<file path="config.mk">
export PLATFORM = sky130hd
export DESIGN_NAME = user_io
export DESIGN_NICKNAME = d
export VERILOG_FILES = /design/src/logic/user_io_pkg.sv /design/src/logic/spi_slave.sv /design/src/logic/spi_responder.sv /design/src/logic/cmd_decoder.sv /design/src/logic/ps2_byte_fifo.sv /design/src/logic/ps2_serializer.sv /design/src/logic/user_io.sv
export SDC_FILE = /design/constraint.sdc
export NUM_CORES = 1
export LEC_CHECK = 0
export ABC_AREA = 1
export BUFFER_PORTS_ARGS = -buffer_cell sky130_fd_sc_hd__buf_4
export CAP_MARGIN = 20
export CORE_MARGIN = 3
export CORE_UTILIZATION = 60
export CTS_CLUSTER_SIZE = 10
export DETAILED_ROUTE_END_ITERATION = 7
export PLACE_DENSITY_LB_ADDON = 0.15
export SLEW_MARGIN = 20
export SYNTH_ARGS = -nofsm -noshare
export SYNTH_HDL_FRONTEND = slang
export SYNTH_SLANG_ARGS = --single-unit
</file>
<file path="constraint.sdc">
create_clock -name clk_sys -period 5.82 [get_ports clk_sys]
set_input_delay 1.164 -clock clk_sys [delete_from_list [all_inputs] [get_ports clk_sys]]
set_output_delay 1.164 -clock clk_sys [all_outputs]
set_load 0.02 [all_outputs]
</file>
<file path="src/logic/user_io_pkg.sv">
// shared byte types, spi receive and key event structs, command and key codes, fifo size
`default_nettype none

package user_io_pkg;

	// one byte on the spi or ps/2 side
	typedef logic [7:0] byte_t;

	// position in the frame, 0 is the command byte, saturates at the top
	typedef logic [9:0] byte_idx_t;

	// received byte handed from the spi slave to the decoders
	typedef struct packed {
		logic      strb;
		byte_idx_t idx;
		byte_t     data;
	} spi_rx_t;

	// data byte of the buttons/switches command, top bit not used
	typedef struct packed {
		logic       spare;
		logic       no_csync;
		logic       ypbpr;
		logic       scandoubler_disable;
		logic [1:0] switches;
		logic [1:0] buttons;
	} but_sw_t;

	// decoded keyboard event
	typedef struct packed {
		logic  pressed;
		logic  extended;
		byte_t code;
	} key_event_t;

	// commands from the io controller
	localparam byte_t CMD_BUT_SW   = 8'h01;
	localparam byte_t CMD_KBD      = 8'h05;
	localparam byte_t CMD_CONF_STR = 8'h14;
	localparam byte_t CMD_STATUS   = 8'h1e;
	localparam byte_t CMD_JOY0     = 8'h60;
	localparam byte_t CMD_JOY1     = 8'h61;
	localparam byte_t CMD_FEATURES = 8'h80;

	// ps/2 set 2 prefixes
	localparam byte_t KEY_EXT   = 8'he0;
	localparam byte_t KEY_BREAK = 8'hf0;

	// 8 bit core type, sent during the command byte
	localparam byte_t CORE_TYPE = 8'ha4;

	// keyboard fifo address width
	localparam int PS2_FIFO_BITS = 4;

endpackage

`default_nettype wire

</file>
<file path="src/logic/spi_slave.sv">
// spi slave: line synchronizers, edge detect, bit and byte counters, byte assembly, miso shifter
`default_nettype none

module spi_slave (
	input  wire                        clk_sys,
	input  wire                        SPI_SS_IO,
	input  wire                        spi_clk_i,
	input  wire                        spi_mosi_i,
	input  wire user_io_pkg::byte_t    tx_byte_i,
	output logic                       spi_miso_o,
	output user_io_pkg::spi_rx_t       rx_o
);

	// two flops per line, spi clock is only sampled
	logic [1:0]             sck_sync = 2'b00;
	logic [1:0]             mosi_sync = 2'b00;
	logic                   sck_d = 1'b0;
	logic                   sck_rise;
	logic                   sck_fall;
	logic [2:0]             bit_cnt;
	user_io_pkg::byte_idx_t byte_cnt;
	logic [6:0]             sbuf;
	user_io_pkg::byte_t     shreg;
	// first reply byte loaded after ss falls
	logic                   primed;

	always_ff @(posedge clk_sys) begin
		sck_sync  <= {sck_sync[0], spi_clk_i};
		mosi_sync <= {mosi_sync[0], spi_mosi_i};
		sck_d     <= sck_sync[1];
	end

	assign sck_rise = sck_sync[1] & ~sck_d;
	assign sck_fall = ~sck_sync[1] & sck_d;

	// mosi sampled on rising edges, msb first
	always_ff @(posedge clk_sys or posedge SPI_SS_IO) begin
		if (SPI_SS_IO) begin
			bit_cnt  <= 3'd0;
			byte_cnt <= '0;
			sbuf     <= 7'd0;
			rx_o     <= '0;
		end else begin
			rx_o.strb <= 1'b0;
			if (sck_rise) begin
				bit_cnt <= bit_cnt + 3'd1;
				sbuf    <= {sbuf[5:0], mosi_sync[1]};
				// eighth bit completes the byte
				if (bit_cnt == 3'd7) begin
					rx_o.strb <= 1'b1;
					rx_o.idx  <= byte_cnt;
					rx_o.data <= {sbuf, mosi_sync[1]};
					if (byte_cnt != '1)
						byte_cnt <= byte_cnt + 1'b1;
				end
			end
		end
	end

	// reply byte goes out on falling edges
	// the falling edge after a byte end loads the next reply,
	// by then the responder has updated tx_byte_i
	always_ff @(posedge clk_sys or posedge SPI_SS_IO) begin
		if (SPI_SS_IO) begin
			primed     <= 1'b0;
			shreg      <= '0;
			spi_miso_o <= 1'b0;
		end else if (!primed || (sck_fall && bit_cnt == 3'd0)) begin
			primed     <= 1'b1;
			shreg      <= {tx_byte_i[6:0], 1'b0};
			spi_miso_o <= tx_byte_i[7];
		end else if (sck_fall) begin
			shreg      <= {shreg[6:0], 1'b0};
			spi_miso_o <= shreg[7];
		end
	end

	// a byte takes eight sampled edges, so strobes never touch
	assert property (@(posedge clk_sys) disable iff (SPI_SS_IO) rx_o.strb |=> !rx_o.strb);

endmodule

`default_nettype wire

</file>
<file path="src/logic/spi_responder.sv">
// spi reply selection: core type, config string and feature word per command and byte position
`default_nettype none

module spi_responder #(
	parameter int                  STRLEN   = 1,
	parameter logic [8*STRLEN-1:0] CONF_STR = 8'h00,
	parameter logic [31:0]         FEATURES = 32'h0
) (
	input  wire                         clk_sys,
	input  wire                         SPI_SS_IO,
	input  wire user_io_pkg::spi_rx_t   rx_i,
	output user_io_pkg::byte_t          tx_byte_o
);

	user_io_pkg::byte_t cmd_q;
	user_io_pkg::byte_t cmd_sel;
	user_io_pkg::byte_t reply;

	// during byte 0 the command is still on the bus
	assign cmd_sel = (rx_i.idx == '0) ? rx_i.data : cmd_q;

	// reply for the byte after the one just received
	always_comb begin : pick
		int pos;
		pos   = int'(rx_i.idx) + 1;
		reply = '0;
		case (cmd_sel)
			user_io_pkg::CMD_CONF_STR: begin
				// leftmost character first
				if (pos <= STRLEN)
					reply = CONF_STR[(STRLEN - pos) * 8 +: 8];
			end
			user_io_pkg::CMD_FEATURES: begin
				// echo of the command, then feature word msb first
				if (pos == 1)
					reply = user_io_pkg::CMD_FEATURES;
				else if (pos <= 5)
					reply = FEATURES[(5 - pos) * 8 +: 8];
			end
			default: reply = '0;
		endcase
	end

	// core type waits for the next frame
	always_ff @(posedge clk_sys or posedge SPI_SS_IO) begin
		if (SPI_SS_IO) begin
			cmd_q     <= '0;
			tx_byte_o <= user_io_pkg::CORE_TYPE;
		end else if (rx_i.strb) begin
			if (rx_i.idx == '0)
				cmd_q <= rx_i.data;
			tx_byte_o <= reply;
		end
	end

endmodule

`default_nettype wire

</file>
<file path="src/logic/cmd_decoder.sv">
// command decoder: buttons, joysticks, status word, key events and keyboard fifo feed
`default_nettype none

module cmd_decoder (
	input  wire                         clk_sys,
	input  wire                         SPI_SS_IO,
	input  wire user_io_pkg::spi_rx_t   rx_i,
	output user_io_pkg::but_sw_t        but_sw_o,
	output logic [31:0]                 joystick_0_o,
	output logic [31:0]                 joystick_1_o,
	output logic [63:0]                 status_o,
	output user_io_pkg::key_event_t     key_o,
	output logic                        key_strobe_o,
	output logic                        kbd_wr_o,
	output user_io_pkg::byte_t          kbd_byte_o
);

	user_io_pkg::byte_t      cmd_q;
	logic                    key_ext_q;
	logic                    key_pressed_q;
	logic                    data_byte;
	logic                    is_prefix;
	// byte lane of a data byte, byte 1 is lane 0
	logic [2:0]              lane;
	// results survive ss, start from zero
	user_io_pkg::but_sw_t    but_sw_q = '0;
	logic [31:0]             joy0_q = '0;
	logic [31:0]             joy1_q = '0;
	logic [63:0]             status_q = '0;
	user_io_pkg::key_event_t key_q = '0;

	assign data_byte = rx_i.strb && (rx_i.idx != '0);
	assign lane      = rx_i.idx[2:0] - 3'd1;
	assign is_prefix = (rx_i.data == user_io_pkg::KEY_EXT) ||
		(rx_i.data == user_io_pkg::KEY_BREAK);

	// command latch, key flags and strobes
	always_ff @(posedge clk_sys or posedge SPI_SS_IO) begin
		if (SPI_SS_IO) begin
			cmd_q         <= '0;
			key_ext_q     <= 1'b0;
			key_pressed_q <= 1'b1;
			key_strobe_o  <= 1'b0;
			kbd_wr_o      <= 1'b0;
		end else begin
			key_strobe_o <= 1'b0;
			kbd_wr_o     <= 1'b0;
			if (rx_i.strb && rx_i.idx == '0) begin
				cmd_q         <= rx_i.data;
				key_ext_q     <= 1'b0;
				key_pressed_q <= 1'b1;
			end else if (data_byte && cmd_q == user_io_pkg::CMD_KBD) begin
				// every scan code also goes to the ps/2 line
				kbd_wr_o <= 1'b1;
				if (rx_i.data == user_io_pkg::KEY_EXT) begin
					key_ext_q <= 1'b1;
				end else if (rx_i.data == user_io_pkg::KEY_BREAK) begin
					key_pressed_q <= 1'b0;
				end else begin
					// event emitted, flags fresh for the next key
					key_strobe_o  <= 1'b1;
					key_ext_q     <= 1'b0;
					key_pressed_q <= 1'b1;
				end
			end
		end
	end

	// result registers
	always_ff @(posedge clk_sys) begin
		if (data_byte) begin
			case (cmd_q)
				user_io_pkg::CMD_BUT_SW: but_sw_q <= user_io_pkg::but_sw_t'(rx_i.data);
				user_io_pkg::CMD_JOY0: begin
					if (rx_i.idx <= 10'd4)
						joy0_q[{lane[1:0], 3'b000} +: 8] <= rx_i.data;
				end
				user_io_pkg::CMD_JOY1: begin
					if (rx_i.idx <= 10'd4)
						joy1_q[{lane[1:0], 3'b000} +: 8] <= rx_i.data;
				end
				// low byte first
				user_io_pkg::CMD_STATUS: begin
					if (rx_i.idx <= 10'd8)
						status_q[{lane, 3'b000} +: 8] <= rx_i.data;
				end
				user_io_pkg::CMD_KBD: begin
					kbd_byte_o <= rx_i.data;
					if (!is_prefix)
						key_q <= {key_pressed_q, key_ext_q, rx_i.data};
				end
				default: ;
			endcase
		end
	end

	assign but_sw_o     = but_sw_q;
	assign joystick_0_o = joy0_q;
	assign joystick_1_o = joy1_q;
	assign status_o     = status_q;
	assign key_o        = key_q;

	// key strobe only while a keyboard command is open
	assert property (@(posedge clk_sys) disable iff (SPI_SS_IO)
		key_strobe_o |-> cmd_q == user_io_pkg::CMD_KBD);

endmodule

`default_nettype wire

</file>
<file path="src/logic/ps2_byte_fifo.sv">
// keyboard scan code fifo, circular buffer that drops writes when full
`default_nettype none

module ps2_byte_fifo (
	input  wire                      clk_sys,
	input  wire                      wr_i,
	input  wire user_io_pkg::byte_t  wr_byte_i,
	input  wire                      rd_i,
	output user_io_pkg::byte_t       rd_byte_o,
	output logic                     empty_o
);

	localparam int AW = user_io_pkg::PS2_FIFO_BITS;

	user_io_pkg::byte_t mem [2**AW];
	// extra top bit tells full from empty
	logic [AW:0]        wptr = '0;
	logic [AW:0]        rptr = '0;
	logic               full;

	assign empty_o   = (wptr == rptr);
	assign full      = (wptr[AW] != rptr[AW]) && (wptr[AW-1:0] == rptr[AW-1:0]);
	// head of queue always visible
	assign rd_byte_o = mem[rptr[AW-1:0]];

	always_ff @(posedge clk_sys) begin
		// full fifo, byte is lost
		if (wr_i && !full) begin
			mem[wptr[AW-1:0]] <= wr_byte_i;
			wptr              <= wptr + 1'b1;
		end
		if (rd_i && !empty_o)
			rptr <= rptr + 1'b1;
	end

	// the transmitter only pops a present byte
	assert property (@(posedge clk_sys) rd_i |-> !empty_o);

endmodule

`default_nettype wire

</file>
<file path="src/logic/ps2_serializer.sv">
// ps/2 keyboard transmitter: clock divider, 11 bit frame shifter, gated clock output
`default_nettype none

module ps2_serializer #(
	parameter int PS2_DIV = 100
) (
	input  wire                      clk_sys,
	input  wire                      empty_i,
	input  wire user_io_pkg::byte_t  byte_i,
	output logic                     rd_o,
	output logic                     ps2_kbd_clk_o,
	output logic                     ps2_kbd_data_o
);

	localparam int CW = $clog2(PS2_DIV + 1) + 1;

	logic [CW-1:0]      div_cnt = '0;
	logic               ps2_clk = 1'b0;
	// cycle where the internal clock goes high
	logic               rise;
	// 0 idle, 1 to 11 bits of the frame
	logic [3:0]         state = 4'd0;
	user_io_pkg::byte_t tx_byte = '0;
	logic               parity = 1'b1;
	logic               data_q = 1'b1;

	// free running, half period PS2_DIV+1 cycles
	always_ff @(posedge clk_sys) begin
		if (div_cnt == CW'(PS2_DIV)) begin
			div_cnt <= '0;
			ps2_clk <= ~ps2_clk;
		end else begin
			div_cnt <= div_cnt + 1'b1;
		end
	end

	assign rise = (div_cnt == CW'(PS2_DIV)) && !ps2_clk;
	// pop while idle with data waiting
	assign rd_o = rise && (state == 4'd0) && !empty_i;

	// data moves on rising edges, host samples on falling ones
	always_ff @(posedge clk_sys) begin
		if (rise) begin
			if (state == 4'd0) begin
				data_q <= 1'b1;
				if (!empty_i) begin
					tx_byte <= byte_i;
					parity  <= 1'b1;
					state   <= 4'd1;
					// start bit
					data_q  <= 1'b0;
				end
			end else begin
				if (state <= 4'd8) begin
					// lsb first, parity tracks the ones
					data_q  <= tx_byte[0];
					tx_byte <= {1'b0, tx_byte[7:1]};
					parity  <= parity ^ tx_byte[0];
				end else if (state == 4'd9) begin
					data_q <= parity;
				end else begin
					// stop bit
					data_q <= 1'b1;
				end
				state <= (state == 4'd11) ? 4'd0 : state + 4'd1;
			end
		end
	end

	// clock only toggles inside a frame
	assign ps2_kbd_clk_o  = ps2_clk | (state == 4'd0);
	assign ps2_kbd_data_o = data_q;

	assert property (@(posedge clk_sys) state <= 4'd11);

endmodule

`default_nettype wire

</file>
<file path="src/logic/user_io.sv">
// top level: spi slave, reply selection, command decoder, keyboard fifo and ps/2 transmitter
`default_nettype none

module user_io #(
	parameter int                  STRLEN   = 1,
	parameter logic [8*STRLEN-1:0] CONF_STR = "A",
	parameter logic [31:0]         FEATURES = 32'h0,
	parameter int                  PS2_DIV  = 100
) (
	input  wire                      clk_sys,
	input  wire                      SPI_SS_IO,
	input  wire                      spi_clk_i,
	input  wire                      spi_mosi_i,
	output logic                     spi_miso_o,
	output logic [1:0]               buttons_o,
	output logic [1:0]               switches_o,
	output logic                     scandoubler_disable_o,
	output logic                     ypbpr_o,
	output logic                     no_csync_o,
	output logic [31:0]              joystick_0_o,
	output logic [31:0]              joystick_1_o,
	output logic [63:0]              status_o,
	output user_io_pkg::key_event_t  key_o,
	output logic                     key_strobe_o,
	output logic                     ps2_kbd_clk_o,
	output logic                     ps2_kbd_data_o
);

	user_io_pkg::spi_rx_t rx;
	user_io_pkg::byte_t   tx_byte;
	user_io_pkg::but_sw_t but_sw;
	// decoder to fifo
	logic                 kbd_wr;
	user_io_pkg::byte_t   kbd_byte;
	// fifo to transmitter
	logic                 fifo_rd;
	logic                 fifo_empty;
	user_io_pkg::byte_t   fifo_byte;

	spi_slave spi_slave_i (
		.clk_sys    (clk_sys),
		.SPI_SS_IO  (SPI_SS_IO),
		.spi_clk_i  (spi_clk_i),
		.spi_mosi_i (spi_mosi_i),
		.tx_byte_i  (tx_byte),
		.spi_miso_o (spi_miso_o),
		.rx_o       (rx)
	);

	spi_responder #(
		.STRLEN   (STRLEN),
		.CONF_STR (CONF_STR),
		.FEATURES (FEATURES)
	) spi_responder_i (
		.clk_sys   (clk_sys),
		.SPI_SS_IO (SPI_SS_IO),
		.rx_i      (rx),
		.tx_byte_o (tx_byte)
	);

	cmd_decoder cmd_decoder_i (
		.clk_sys      (clk_sys),
		.SPI_SS_IO    (SPI_SS_IO),
		.rx_i         (rx),
		.but_sw_o     (but_sw),
		.joystick_0_o (joystick_0_o),
		.joystick_1_o (joystick_1_o),
		.status_o     (status_o),
		.key_o        (key_o),
		.key_strobe_o (key_strobe_o),
		.kbd_wr_o     (kbd_wr),
		.kbd_byte_o   (kbd_byte)
	);

	ps2_byte_fifo ps2_byte_fifo_i (
		.clk_sys   (clk_sys),
		.wr_i      (kbd_wr),
		.wr_byte_i (kbd_byte),
		.rd_i      (fifo_rd),
		.rd_byte_o (fifo_byte),
		.empty_o   (fifo_empty)
	);

	ps2_serializer #(
		.PS2_DIV (PS2_DIV)
	) ps2_serializer_i (
		.clk_sys        (clk_sys),
		.empty_i        (fifo_empty),
		.byte_i         (fifo_byte),
		.rd_o           (fifo_rd),
		.ps2_kbd_clk_o  (ps2_kbd_clk_o),
		.ps2_kbd_data_o (ps2_kbd_data_o)
	);

	// buttons/switches byte split into single outputs
	assign buttons_o             = but_sw.buttons;
	assign switches_o            = but_sw.switches;
	assign scandoubler_disable_o = but_sw.scandoubler_disable;
	assign ypbpr_o               = but_sw.ypbpr;
	assign no_csync_o            = but_sw.no_csync;

endmodule

`default_nettype wire

</file>
==> impl_metrics.json <==
{
  "grt_overflow": 0,
  "drv_cap": 0,
  "cts_max_level": 2,
  "gp_congestion": 0.933,
  "cp-startpoint": "spi_slave_i.rx_o[8]",
  "crit_arrival_ps": 4650,
  "reg2reg_depth": 6,
  "avgSynthCellArea_um2": 11.4,
  "drtIter0Drc": 1060,
  "routed_wl_um": 37500,
  "area_growth_pct": 16.8,
  "die_y_um": 169,
  "hold_viol": 0,
  "timing.final.crit_share_pct": 77.3,
  "path_class": "register to register",
  "worst_hold_slack_ps": 329,
  "drc_errors": 0,
  "min_period_ps": 4500,
  "antennaDiodeCount": 0,
  "postSynthCellCount": 1394,
  "clkSinkCount": 394,
  "postCtsSetupBuffers": 0,
  "cp_max_fo": 32,
  "rsz0062_at_grt": "no",
  "worstPathRequired_ps": 5970,
  "crit_end": "cmd_decoder_i.status_o[32]",
  "layout-drive-gt1-share_pct": 15.6,
  "regToRegSetupSlack_ps": 1320,
  "final.setup.worst_slack_ps": 1320,
  "synth_seq_cells": 394,
  "rows": 59,
  "core_mm2": 0.0261,
  "syn_area_mm2": 0.0159,
  "cts_tree": "yes",
  "routedWlPerCell_um": 19.5,
  "hp-class": "register to register",
  "cpMaxStageDelayCell": "dfrtp_1",
  "ys_seq_area_share_pct": 70.9,
  "place_hpwl_um": 24800,
  "max_freq_ghz": 0.222,
  "yosysTopAreaCell": "edfxtp_1",
  "setup_viol": 0,
  "grt_pass1_vias": 10800,
  "io_pins": 153,
  "io_buffers": 152,
  "start_kind": "register",
  "max-vdd-ir-drop_v": 0.000378,
  "grt_max_degree": 72,
  "synth_area_leaders": "edfxtp_1 (58%), dfrtp_1 (11%), nand2_1 (7.2%)",
  "root_buffer": "clkbuf_16",
  "grt_pass1_wl_um": 58400,
  "hold_start": "spi_slave_i.sck_sync[0]",
  "crit_path_end_kind": "register",
  "p_per_area_mw_per_mm2": 411,
  "cp_num_buf_inv": 1,
  "multi_input_area_mm2": 0.00400,
  "clockBufferDepth": 3,
  "initial_core_util_pct": 61.2,
  "yosys_warnings": 0,
  "detail-route-antenna-nets": 0,
  "cts_resized": 0,
  "slew_headroom_pct": 29.4,
  "total_power_mw": 7.64,
  "leakagePower_nw": 7.57,
  "final-seq-area_mm2": 0.0113,
  "vias_per_cell": 5.64,
  "antenna_found_initial": 0,
  "grtUsageTotal_pct": 26.2,
  "num_vias": 10800,
  "synth-edff-count": 306,
  "die_x_um": 169,
  "fill_cells": 1798,
  "syn-num-nets": 1420,
  "fin_setup_tns_ps": 0,
  "dp.cells": 1838,
  "dieArea_mm2": 0.0286,
  "postPlaceCellArea_mm2": 0.0173,
  "final_core_util_pct": 71.4,
  "tightestPinTransition_ps": 1060,
  "path_depth": 6,
  "finClkSkew_ps": 16.8,
  "path_cells": "ha_1, ha_1, inv_2, nor2_1, nand2_1, nor2_1",
  "crit_family": "adder cells",
  "clk_pin_slew_ps": 50,
  "slowest_delay_ps": 1040,
  "yosysTopAreaCellShare_pct": 57.6,
  "cts_hold_buf": 0,
  "dr.pass1.iters": 5,
  "cts_buffers": 45,
  "clkLatencyLatePin_ps": 530,
  "async_flop_share_pct": 18.0,
  "outcome": "finished clean",
  "ys.flop_type": "edfxtp_1",
  "synth_cell_types": 42,
  "final_nets": 1577,
  "finalNonFillerCells": 1920,
  "finalInstanceArea_mm2": 0.0186,
  "pre_cts_ws_ps": 1470,
  "drv_slew": 0,
  "r2r-end": "cmd_decoder_i.status_o[32]",
  "rr_startpoint": "spi_slave_i.rx_o[8]"
}
power breakdown:
| part | leakage (nW) | switching [mW] | internal (mW) |
|---|---|---|---|
| Sequential | 4.03 | 0.234 | 3.25 |
| Combinational | 2.94 | 1.22 | 0.451 |
| Clock | 0.603 | 1.03 | 1.46 |
| Total | 7.57 | 2.48 | 5.16 |
layer usage:
metal	up-vias	part of all wire [%]	global-route usage (%)
li1	5021	-	-
met1	5268	39	34.6
met2	454	51	44.8
met3	77	6.3	3.99
met4	0	3.3	9.14
met5	-	0	0
cell usage in the layout, fill, tap and decap left out, types with 2 or more instances in the layout:
cell type	instances
a21oi_1	44
a31oi_1	3
buf_4	157
clkbuf_1	35
clkbuf_16	45
clkinv_2	2
dfrtp_1	68
dfstp_2	3
dfxtp_1	16
edfxtp_1	306
ha_1	22
inv_1	97
inv_2	10
nand2_1	304
nand2_2	6
nand3_1	102
nand3_2	3
nand3b_1	2
nand4_1	5
nor2_1	203
nor2_2	7
nor2_4	4
nor3_1	11
nor4_1	6
o211ai_1	6
o21ai_0	65
o22ai_1	5
o31ai_1	8
or2_2	2
xnor2_1	8
xor2_1	17
cell families (layout without fill, tap and decap cells):
family | after synthesis | in the layout | share of synthesized area, %
AOI/OAI and AO/OA | 133 | 133 | 4.47
xor gates and xnor gates | 25 | 25 | 1.37
and+or+nand+nor | 660 | 660 | 17.5
DFF | 394 | 394 | 70.9
adders and majority gates | 22 | 22 | 1.73
buffers and inverters | 159 | 350 | 3.99
other | 1 | 1 | 0.0235
flip-flops by register name, indices dropped and copies added, names as in the netlist, 7 cells and up, named ones only:
| signal | flops |
|---|---|
| cmd_decoder_i.joystick_0_o | 32 |
| cmd_decoder_i.key_o | 10 |
| spi_slave_i.rx_o | 19 |
| spi_slave_i.shreg | 7 |
| cmd_decoder_i.but_sw_o | 7 |
| cmd_decoder_i.kbd_byte_o | 8 |
| cmd_decoder_i.cmd_q | 8 |
| cmd_decoder_i.status_o | 64 |
| ps2_byte_fifo_i.mem | 128 |
| ps2_serializer_i.div_cnt | 8 |
| spi_responder_i.cmd_q | 8 |
| cmd_decoder_i.joystick_1_o | 32 |
| ps2_serializer_i.tx_byte | 8 |
| spi_slave_i.sbuf | 7 |
| spi_slave_i.byte_cnt | 10 |
cell usage after synthesis, drive strengths merged (2+ instances only):
cell type,instances
nor3,12
dfstp,3
ha,22
a21oi,44
nor4,6
o31ai,8
nand3,106
o211ai,6
nand2,310
o22ai,5
inv,108
buf,20
edfxtp,306
clkbuf,28
xnor2,8
o21ai,66
nand4,5
dfrtp,68
a31oi,3
or2,3
xor2,17
nand3b,2
dfxtp,17
clkinv,3
nor2,215
area by class of cell:
cell class	count	share of cell area [%]
Sequential cell	394	60.8
Multi-Input combinational cell	841	21.5
Clock buffer	81	6.83
Timing Repair Buffer	158	6.44
Inverter	111	2.26
Tap cell	335	2.25
worst min-delay path by stage:
stage                     cells after the start  slack (ps)                        to
after floorplan                               0         310  spi_slave_i.mosi_sync[1]
after global placement                        0         320   spi_slave_i.sck_sync[1]
after detailed placement                      0         320   spi_slave_i.sck_sync[1]
after CTS                                     0         330   spi_slave_i.sck_sync[1]
after global routing                          0         350   spi_slave_i.sck_sync[1]
final                                         0         330   spi_slave_i.sck_sync[1]
(Power assumes the default switching activity.)
